===== config.mk =====
export PLATFORM = sky130hd
export DESIGN_NAME = core_top
export DESIGN_NICKNAME = d
export VERILOG_FILES = /design/src/common/core_pkg.sv /design/src/hw/core_settings.sv /design/src/hw/pkt_fifo.sv /design/src/radio/radio_rx_framer.sv /design/src/radio/radio_tx_sampler.sv /design/src/hw/core_top.sv
export VERILOG_INCLUDE_DIRS = /design/src /design/src/common
export SDC_FILE = /design/constraint.sdc
export NUM_CORES = 2
export LEC_CHECK = 0
export ABC_CLOCK_PERIOD_IN_PS = 7650
export BUFFER_PORTS_ARGS = -buffer_cell sky130_fd_sc_hd__buf_4
export CORE_ASPECT_RATIO = 0.7
export CORE_MARGIN = 2
export CORE_UTILIZATION = 40
export DETAILED_ROUTE_END_ITERATION = 16
export HOLD_SLACK_MARGIN = 0.15
export PLACE_DENSITY = 0.61
export SKIP_LAST_GASP = 1
export SYNTH_ARGS = -nofsm -noshare
export SYNTH_HDL_FRONTEND = slang
export SYNTH_SLANG_ARGS = --single-unit

===== constraint.sdc =====
create_clock -name bus_clk -period 7.65 [get_ports bus_clk]
set_input_delay 1.53 -clock bus_clk [delete_from_list [all_inputs] [get_ports bus_clk]]
set_output_delay 1.53 -clock bus_clk [all_outputs]
set_load 0.1 [all_outputs]

===== src/common/core_macros.svh =====
// register map, readback selectors and sizing of the bus-clock core
`ifndef CORE_MACROS_SVH
`define CORE_MACROS_SVH

// settings bus register offsets
`define CORE_SR_READBACK   32'd0
`define CORE_SR_MISC       32'd4
`define CORE_SR_TEST       32'd28
`define CORE_SR_RX_PKT_LEN 32'd36
// any data written here clears the sticky status bits
`define CORE_SR_CLEAR      32'd40

// readback selectors
`define CORE_RB_MISC   5'd1
`define CORE_RB_COMPAT 5'd2
`define CORE_RB_PLL    5'd4
`define CORE_RB_STATUS 5'd6
`define CORE_RB_TEST   5'd24

// fixed readback words
`define CORE_COMPAT_WORD 32'hAC000B00
`define CORE_RB_DEFAULT  32'hdeadbeef

// buffer size of both packet FIFOs
`define CORE_FIFO_DEPTH_LOG2 4

`endif


===== src/common/core_pkg.sv =====
// shared types for the bus-clock core
// beat payloads of both FIFOs and the readback word
`default_nettype none

package core_pkg;

  //////////////////////////////////////////////////
  // stream payloads
  //////////////////////////////////////////////////

  // host transmit beat
  // first sample in bits 31:0, second in bits 63:32
  typedef logic [63:0] tx_beat_t;

  // receive beat toward the host
  // last flags the final beat of a packet
  typedef struct packed {
    logic        last;
    logic [63:0] data;
  } rx_beat_t;

  //////////////////////////////////////////////////
  // settings readback
  //////////////////////////////////////////////////

  // one word returned by the readback mux
  typedef logic [31:0] rb_word_t;

endpackage

`default_nettype wire


===== src/hw/core_settings.sv =====
// global settings block of the bus-clock core
// registers, pll lock synchronizer, sticky clear and readback mux
`timescale 1ns/1ns
`default_nettype none
`include "core_macros.svh"

module core_settings (
  input  wire                bus_clk,
  input  wire                bus_rst,
  // settings bus
  input  wire                i_set_stb,
  input  wire [31:0]         i_set_addr,
  input  wire [31:0]         i_set_data,
  // status inputs
  input  wire [3:0]          i_tcxo_status,
  input  wire [1:0]          i_lock_signals,
  input  wire                i_rx_overflow,
  input  wire                i_tx_underrun,
  // readback and control outputs
  output core_pkg::rb_word_t o_rb_data,
  output wire [1:0]          o_pps_select,
  output wire                o_mimo,
  output wire                o_codec_arst,
  output wire [2:0]          o_tx_bandsel,
  output wire [5:0]          o_rx_bandsel_a,
  output wire [3:0]          o_rx_bandsel_b,
  output wire [3:0]          o_rx_bandsel_c,
  output logic [7:0]         o_rx_pkt_len,
  output logic               o_status_clr
);

  logic [4:0]  rb_addr;
  logic [20:0] misc_reg;
  logic [31:0] test_reg;
  logic [1:0]  lock_meta;
  logic [1:0]  lock_sync;

  //////////////////////////////////////////////////
  // settings registers
  //////////////////////////////////////////////////

  always_ff @(posedge bus_clk) begin
    if (bus_rst) begin
      rb_addr      <= 5'd0;
      // internal pps selected out of reset
      misc_reg     <= 21'd2;
      test_reg     <= 32'd0;
      o_rx_pkt_len <= 8'd4;
      o_status_clr <= 1'b0;
    end else begin
      // one-cycle pulse per clear write
      o_status_clr <= i_set_stb && (i_set_addr == `CORE_SR_CLEAR);
      if (i_set_stb) begin
        case (i_set_addr)
          `CORE_SR_READBACK:   rb_addr      <= i_set_data[4:0];
          `CORE_SR_MISC:       misc_reg     <= i_set_data[20:0];
          `CORE_SR_TEST:       test_reg     <= i_set_data;
          `CORE_SR_RX_PKT_LEN: o_rx_pkt_len <= i_set_data[7:0];
          default: ;
        endcase
      end
    end
  end

  // misc register fields
  assign o_pps_select   = misc_reg[1:0];
  assign o_mimo         = misc_reg[2];
  assign o_codec_arst   = misc_reg[3];
  assign o_tx_bandsel   = misc_reg[6:4];
  assign o_rx_bandsel_a = misc_reg[12:7];
  assign o_rx_bandsel_b = misc_reg[16:13];
  assign o_rx_bandsel_c = misc_reg[20:17];

  // two flops on the asynchronous pll locks
  always_ff @(posedge bus_clk) begin
    if (bus_rst) begin
      lock_meta <= 2'b00;
      lock_sync <= 2'b00;
    end else begin
      lock_meta <= i_lock_signals;
      lock_sync <= lock_meta;
    end
  end

  //////////////////////////////////////////////////
  // readback mux
  //////////////////////////////////////////////////

  always_comb begin
    case (rb_addr)
      `CORE_RB_MISC:   o_rb_data = {26'd0, i_tcxo_status, o_pps_select};
      `CORE_RB_COMPAT: o_rb_data = `CORE_COMPAT_WORD;
      `CORE_RB_PLL:    o_rb_data = {30'd0, lock_sync};
      `CORE_RB_STATUS: o_rb_data = {30'd0, i_tx_underrun, i_rx_overflow};
      `CORE_RB_TEST:   o_rb_data = test_reg;
      default:         o_rb_data = `CORE_RB_DEFAULT;
    endcase
  end

endmodule

`default_nettype wire


===== src/hw/pkt_fifo.sv =====
// synchronous FIFO with valid/ready handshake on both sides
// circular buffer, payload type set per instance
`timescale 1ns/1ns
`default_nettype none

module pkt_fifo #(
  parameter type T          = logic [63:0],
  parameter int  DEPTH_LOG2 = 4
) (
  input  wire   bus_clk,
  input  wire   bus_rst,
  // write side
  input  wire T i_data,
  input  wire   i_valid,
  output logic  o_ready,
  // read side
  output T      o_data,
  output logic  o_valid,
  input  wire   i_ready
);

  localparam int DEPTH = 2 ** DEPTH_LOG2;

  T                      mem [DEPTH];
  logic [DEPTH_LOG2-1:0] wr_ptr;
  logic [DEPTH_LOG2-1:0] rd_ptr;
  logic [DEPTH_LOG2:0]   count;
  logic                  push;
  logic                  pop;

  // top count bit alone marks a full buffer
  assign o_ready = !count[DEPTH_LOG2];
  assign o_valid = (count != '0);
  assign o_data  = mem[rd_ptr];

  assign push = i_valid && o_ready;
  assign pop  = o_valid && i_ready;

  // storage
  always_ff @(posedge bus_clk) begin
    if (push) begin
      mem[wr_ptr] <= i_data;
    end
  end

  // pointers and occupancy
  always_ff @(posedge bus_clk) begin
    if (bus_rst) begin
      wr_ptr <= '0;
      rd_ptr <= '0;
      count  <= '0;
    end else begin
      if (push) begin
        wr_ptr <= wr_ptr + 1'b1;
      end
      if (pop) begin
        rd_ptr <= rd_ptr + 1'b1;
      end
      case ({push, pop})
        2'b10:   count <= count + 1'b1;
        2'b01:   count <= count - 1'b1;
        default: ;
      endcase
    end
  end

endmodule

`default_nettype wire


===== src/radio/radio_rx_framer.sv =====
// receive framer, packs pairs of radio samples into host beats
// flags the last beat of each packet and a sticky overflow
`timescale 1ns/1ns
`default_nettype none

module radio_rx_framer (
  input  wire                bus_clk,
  input  wire                bus_rst,
  input  wire                i_rx_stb,
  input  wire [31:0]         i_rx_data,
  input  wire [7:0]          i_pkt_len,
  input  wire                i_status_clr,
  input  wire                i_ready,
  output core_pkg::rx_beat_t o_beat,
  output logic               o_valid,
  output logic               o_overflow
);

  import core_pkg::*;

  logic [31:0] lo_sample;
  logic        half;
  logic [7:0]  beat_cnt;
  logic [7:0]  last_idx;
  logic        pkt_end;

  // a length of zero acts as one beat per packet
  assign last_idx = (i_pkt_len == 8'd0) ? 8'd0 : i_pkt_len - 8'd1;
  assign pkt_end  = (beat_cnt >= last_idx);

  // first sample of the pair waits here
  always_ff @(posedge bus_clk) begin
    if (i_rx_stb && !half) begin
      lo_sample <= i_rx_data;
    end
  end

  always_ff @(posedge bus_clk) begin
    if (i_rx_stb && half) begin
      o_beat <= rx_beat_t'{last: pkt_end, data: {i_rx_data, lo_sample}};
    end
  end

  always_ff @(posedge bus_clk) begin
    if (bus_rst) begin
      half     <= 1'b0;
      beat_cnt <= 8'd0;
      o_valid  <= 1'b0;
    end else begin
      // valid lasts one cycle, no retry
      o_valid <= i_rx_stb && half;
      if (i_rx_stb) begin
        half <= !half;
        if (half) begin
          beat_cnt <= pkt_end ? 8'd0 : beat_cnt + 8'd1;
        end
      end
    end
  end

  // beat refused by the FIFO is lost
  always_ff @(posedge bus_clk) begin
    if (bus_rst) begin
      o_overflow <= 1'b0;
    end else if (o_valid && !i_ready) begin
      o_overflow <= 1'b1;
    end else if (i_status_clr) begin
      o_overflow <= 1'b0;
    end
  end

endmodule

`default_nettype wire


===== src/radio/radio_tx_sampler.sv =====
// transmit sampler, hands one 32-bit sample to the radio per strobe
// low half of each beat first, sticky underrun on an empty FIFO
`timescale 1ns/1ns
`default_nettype none

module radio_tx_sampler (
  input  wire                     bus_clk,
  input  wire                     bus_rst,
  input  wire                     i_tx_stb,
  input  wire core_pkg::tx_beat_t i_beat,
  input  wire                     i_valid,
  input  wire                     i_status_clr,
  output logic                    o_ready,
  output logic [31:0]             o_tx_data,
  output logic                    o_underrun
);

  logic half;
  logic take;

  assign take = i_tx_stb && i_valid;

  // pop together with the high-half sample
  assign o_ready = take && half;

  always_ff @(posedge bus_clk) begin
    if (bus_rst) begin
      half      <= 1'b0;
      o_tx_data <= 32'd0;
    end else if (i_tx_stb) begin
      if (i_valid) begin
        o_tx_data <= half ? i_beat[63:32] : i_beat[31:0];
        half      <= !half;
      end else begin
        // nothing buffered so send silence
        o_tx_data <= 32'd0;
      end
    end
  end

  always_ff @(posedge bus_clk) begin
    if (bus_rst) begin
      o_underrun <= 1'b0;
    end else if (i_tx_stb && !i_valid) begin
      o_underrun <= 1'b1;
    end else if (i_status_clr) begin
      o_underrun <= 1'b0;
    end
  end

endmodule

`default_nettype wire


===== src/hw/core_top.sv =====
// bus-clock core top level
// settings block, transmit and receive FIFOs and the radio framing blocks
`timescale 1ns/1ns
`default_nettype none
`include "core_macros.svh"

module core_top (
  input  wire                     bus_clk,
  input  wire                     bus_rst,
  // settings bus
  input  wire                     i_set_stb,
  input  wire [31:0]              i_set_addr,
  input  wire [31:0]              i_set_data,
  // host to radio stream
  input  wire [63:0]              i_h2s_tdata,
  input  wire                     i_h2s_tvalid,
  output wire                     o_h2s_tready,
  // radio to host stream
  output wire [63:0]              o_s2h_tdata,
  output wire                     o_s2h_tlast,
  output wire                     o_s2h_tvalid,
  input  wire                     i_s2h_tready,
  // radio strobes and samples
  input  wire                     i_rx_stb,
  input  wire [31:0]              i_rx_data,
  input  wire                     i_tx_stb,
  output wire [31:0]              o_tx_data,
  // board status
  input  wire [3:0]               i_tcxo_status,
  input  wire [1:0]               i_lock_signals,
  // readback and board controls
  output wire core_pkg::rb_word_t o_rb_data,
  output wire [1:0]               o_pps_select,
  output wire                     o_mimo,
  output wire                     o_codec_arst,
  output wire [2:0]               o_tx_bandsel,
  output wire [5:0]               o_rx_bandsel_a,
  output wire [3:0]               o_rx_bandsel_b,
  output wire [3:0]               o_rx_bandsel_c
);

  import core_pkg::*;

  wire tx_beat_t tx_beat;
  wire           tx_valid;
  wire           tx_ready;
  wire rx_beat_t rx_beat;
  wire           rx_valid;
  wire           rx_ready;
  wire rx_beat_t s2h_beat;
  wire [7:0]     rx_pkt_len;
  wire           status_clr;
  wire           rx_overflow;
  wire           tx_underrun;

  //////////////////////////////////////////////////
  // global settings
  //////////////////////////////////////////////////

  core_settings settings (
    .bus_clk        (bus_clk),
    .bus_rst        (bus_rst),
    .i_set_stb      (i_set_stb),
    .i_set_addr     (i_set_addr),
    .i_set_data     (i_set_data),
    .i_tcxo_status  (i_tcxo_status),
    .i_lock_signals (i_lock_signals),
    .i_rx_overflow  (rx_overflow),
    .i_tx_underrun  (tx_underrun),
    .o_rb_data      (o_rb_data),
    .o_pps_select   (o_pps_select),
    .o_mimo         (o_mimo),
    .o_codec_arst   (o_codec_arst),
    .o_tx_bandsel   (o_tx_bandsel),
    .o_rx_bandsel_a (o_rx_bandsel_a),
    .o_rx_bandsel_b (o_rx_bandsel_b),
    .o_rx_bandsel_c (o_rx_bandsel_c),
    .o_rx_pkt_len   (rx_pkt_len),
    .o_status_clr   (status_clr)
  );

  //////////////////////////////////////////////////
  // transmit chain
  //////////////////////////////////////////////////

  // host last flag is not carried to the radio
  pkt_fifo #(.T(tx_beat_t), .DEPTH_LOG2(`CORE_FIFO_DEPTH_LOG2)) tx_fifo (
    .bus_clk (bus_clk),
    .bus_rst (bus_rst),
    .i_data  (i_h2s_tdata),
    .i_valid (i_h2s_tvalid),
    .o_ready (o_h2s_tready),
    .o_data  (tx_beat),
    .o_valid (tx_valid),
    .i_ready (tx_ready)
  );

  radio_tx_sampler tx_sampler (
    .bus_clk      (bus_clk),
    .bus_rst      (bus_rst),
    .i_tx_stb     (i_tx_stb),
    .i_beat       (tx_beat),
    .i_valid      (tx_valid),
    .i_status_clr (status_clr),
    .o_ready      (tx_ready),
    .o_tx_data    (o_tx_data),
    .o_underrun   (tx_underrun)
  );

  //////////////////////////////////////////////////
  // receive chain
  //////////////////////////////////////////////////

  radio_rx_framer rx_framer (
    .bus_clk      (bus_clk),
    .bus_rst      (bus_rst),
    .i_rx_stb     (i_rx_stb),
    .i_rx_data    (i_rx_data),
    .i_pkt_len    (rx_pkt_len),
    .i_status_clr (status_clr),
    .i_ready      (rx_ready),
    .o_beat       (rx_beat),
    .o_valid      (rx_valid),
    .o_overflow   (rx_overflow)
  );

  pkt_fifo #(.T(rx_beat_t), .DEPTH_LOG2(`CORE_FIFO_DEPTH_LOG2)) rx_fifo (
    .bus_clk (bus_clk),
    .bus_rst (bus_rst),
    .i_data  (rx_beat),
    .i_valid (rx_valid),
    .o_ready (rx_ready),
    .o_data  (s2h_beat),
    .o_valid (o_s2h_tvalid),
    .i_ready (i_s2h_tready)
  );

  assign o_s2h_tdata = s2h_beat.data;
  assign o_s2h_tlast = s2h_beat.last;

endmodule

`default_nettype wire


==> flow_summary.ini <==
[final_layout]
fin_cells = 7505
top_regs = rx_fifo.mem: 1040 flops, tx_fifo.mem: 1024 flops, rx_framer.o_beat: 65 flops
multi_input_area_mm2 = 0.0182
drive_above_1_share = 0.296
nFillCells = 18000
area_growth_pct = 15.2
top_register = rx_fifo.mem
layout_commonest_cell = edfxtp_1
largest_register_ffs = 1040
regArea_mm2 = 0.0679
fin_nets = 4631
final_cell_mix = 2161 x edfxtp_1, 528 x mux4_2, 409 x buf_4

[timing]
finalCriticalPeriod_ns = 5.11
skew_ns = 0.120
finalCritPeriodShare = 0.668
tightest_slew_ns = 1.06
setup-tns-final_ns = 0
setup_ws_ns = 2.54
slew_violations = 0
setup_viol = 0
finalHoldViolCount = 0
rsz0062_at_grt = no
timing.fmax_ghz = 0.196
slew_headroom = 0.293

[place]
port-buffer-count = 324
pre_cts_ws_ns = 2.98
hpwl_um = 117000
gp_congestion = 0.770
placedCellCount = 7107

[yosys]
synth_edf_count = 2161
yosysSeqAreaShare = 0.779
yosys_warnings = 0
syn_area_per_cell_um2 = 21.8
yosys.area.top_type = edfxtp_1
synthTopCellsByArea = edfxtp_1 74%, mux4_2 14%, dfxtp_1 3.4%
syn_area_mm2 = 0.0872
synthCells = 4002
ys_async_sr_fraction = 0
synth_ff_type = edfxtp_1
ys_types = 56
synth.net_count = 4205
yosys_register_bits = 2311
netlist.area_leader.share = 0.744

[critical_path]
arrival_ns = 3.58
path_common_cell = mux4_2
max_stage_delay_ns = 0.61
path_cells = buf_12 -> mux4_2 -> mux4_2 -> buf_4
cp-end-kind = output port
cp_slowest_cell = mux4_2
start_kind = flop
cp_data_required_time_ns = 6.12
r2r_start = rx_fifo.count[4]$_SDFFE_PP0P_
critPathKind = reg -> out
cp_max_fo = 97

[hold_path]
hp-start = rx_framer.lo_sample[8]$_DFFE_PP_
worst_hold_path_type = reg -> reg

[clock_network]
ctsHoldBuffers = 0
clock-sinks = 2311
cts-buffers-inserted = 219
clk_latency_ns = 0.90
cts-htree-levels = 4
clock_path_buffers = 4
ctsResizeCount = 0
cts.reportedPaths.clkPinSlew_ns = 0.07
cts_tree = done
post-cts-setup-buffer-count = 0
clockRootBuffer = clkbuf_16

[grt]
grt_pass1_vias = 41700
gr-total-overflow = 0
grt_pass1_wl_um = 302000
grt_usage = 0.186
grt_max_degree = 129
antenna_found_initial = 9

[power]
switchingPower_uw = 6720
seq_power_share = 0.499
internal-power_uw = 21500
power_switching_share = 0.239
power_frac_clock = 0.389
ir_drop_v = 0.000223
pwr-share-comb = 0.112
p_leak_uw = 0.0309
power_density_mw_per_mm2 = 281

[routing]
viasPerCell = 5.59
totalWireLength_um = 209000
drc_errors = 0
vias = 41900
drtIter0Drc = 5129
antenna_left = 0
wl_per_cell_um = 27.9
drt_pre_antenna_iters = 7

[die]
ioPinCount = 325
die_y_um = 395
start_util = 0.402
coreArea_mm2 = 0.217
die_w_um = 562
rows = 143
dieArea_mm2 = 0.222

[status]
outcome = complete, no violations

[run]
cap_violations = 0
## power groups by stage
stage | Combinational (uW) | Sequential [uW] | Clock [uW]
5_1_grt | 3330 | 14100 | 11700
2_1_floorplan | 2390 | 14400 | 0
4_1_cts | 3220 | 14100 | 11200
6_report | 3150 | 14100 | 11000
3_5_place_dp | 3210 | 14300 | 0
3_3_place_gp | 3200 | 14300 | 0
## cell type report
class | count | area share
clock buffers | 281 | 0.0587
multi-input cells | 1444 | 0.182
well taps | 2900 | 0.0361
clock inverters | 112 | 0.0131
repair buffers | 420 | 0.0327
diodes | 5 | 0.000125
flip-flops and latches | 2311 | 0.676
inverters | 32 | 0.00122
## synthesized netlist by cell type, types with 8 or more instances
| master | number |
|---|---|
| a21o_1 | 25 |
| a21oi_1 | 88 |
| a31oi_1 | 25 |
| and2_1 | 8 |
| buf_1 | 18 |
| buf_2 | 67 |
| buf_4 | 39 |
| buf_6 | 18 |
| clkbuf_1 | 73 |
| dfxtp_1 | 150 |
| edfxtp_1 | 2161 |
| ha_1 | 28 |
| inv_1 | 30 |
| mux2_2 | 42 |
| mux2i_1 | 116 |
| mux4_2 | 528 |
| nand2_1 | 112 |
| nand2b_1 | 9 |
| nand3_1 | 10 |
| nor2_1 | 136 |
| nor2b_1 | 13 |
| nor3_1 | 23 |
| nor4_1 | 8 |
| o21ai_0 | 32 |
| o221ai_1 | 24 |
| o22ai_1 | 90 |
| o2bb2ai_1 | 23 |
| or3_1 | 25 |
| xnor2_1 | 13 |
| xor2_1 | 17 |
## per-layer routing
layer	global-route usage	part of all wire	up-vias
met1	0.297	0.47	22500
li1	-	-	17500
met5	0	0	-
met4	0.0406	0.019	0
met3	0.0317	0.073	256
met2	0.267	0.44	1583
## cells by family (layout without fill, tap and decap cells)
family	count (synthesis)	in the layout	synth area share
flip-flops	2311	2311	0.779
multiplexers	686	686	0.155
AND/OR/NAND/NOR	366	366	0.0191
AO/OA/AOI/OAI	332	332	0.0245
buffers and inverters	247	845	0.0148
adder cells (fa/ha/maj)	30	30	0.00448
XOR/XNOR	30	30	0.00301
other	0	5	0
## final timing paths
check	to	slack, ns	depth (start not counted)
max reg2reg	rx_fifo.mem[10][29]$_DFFE_PP_	3.98	5
max	o_s2h_tdata[38]	2.54	4
min	rx_framer.o_beat[8]$_DFFE_PP_	0.42	0
min reg2reg	rx_framer.o_beat[8]$_DFFE_PP_	0.42	0
## stage by stage
step / hold WS (ns) / cell area (um^2) / power, uW / utilization
floorplan: 0.400 / 87200 / 16800 / -
global placement: 0.402 / 93200 / 17500 / 0.430
detailed placement: 0.405 / 93200 / 17600 / 0.430
CTS: 0.419 / 100000 / 28500 / 0.463
global route: 0.428 / 100000 / 29100 / 0.463
finish: 0.416 / 100000 / 28200 / 0.463
## worst max-delay path, delay by kind of cell, from the launching register on
family,cells,cell delay (ns)
multiplexers,2,1.15
buffers and inverters,2,0.87
flip-flops,1,0.57
Note: power is estimated with default switching activity, not from simulation.
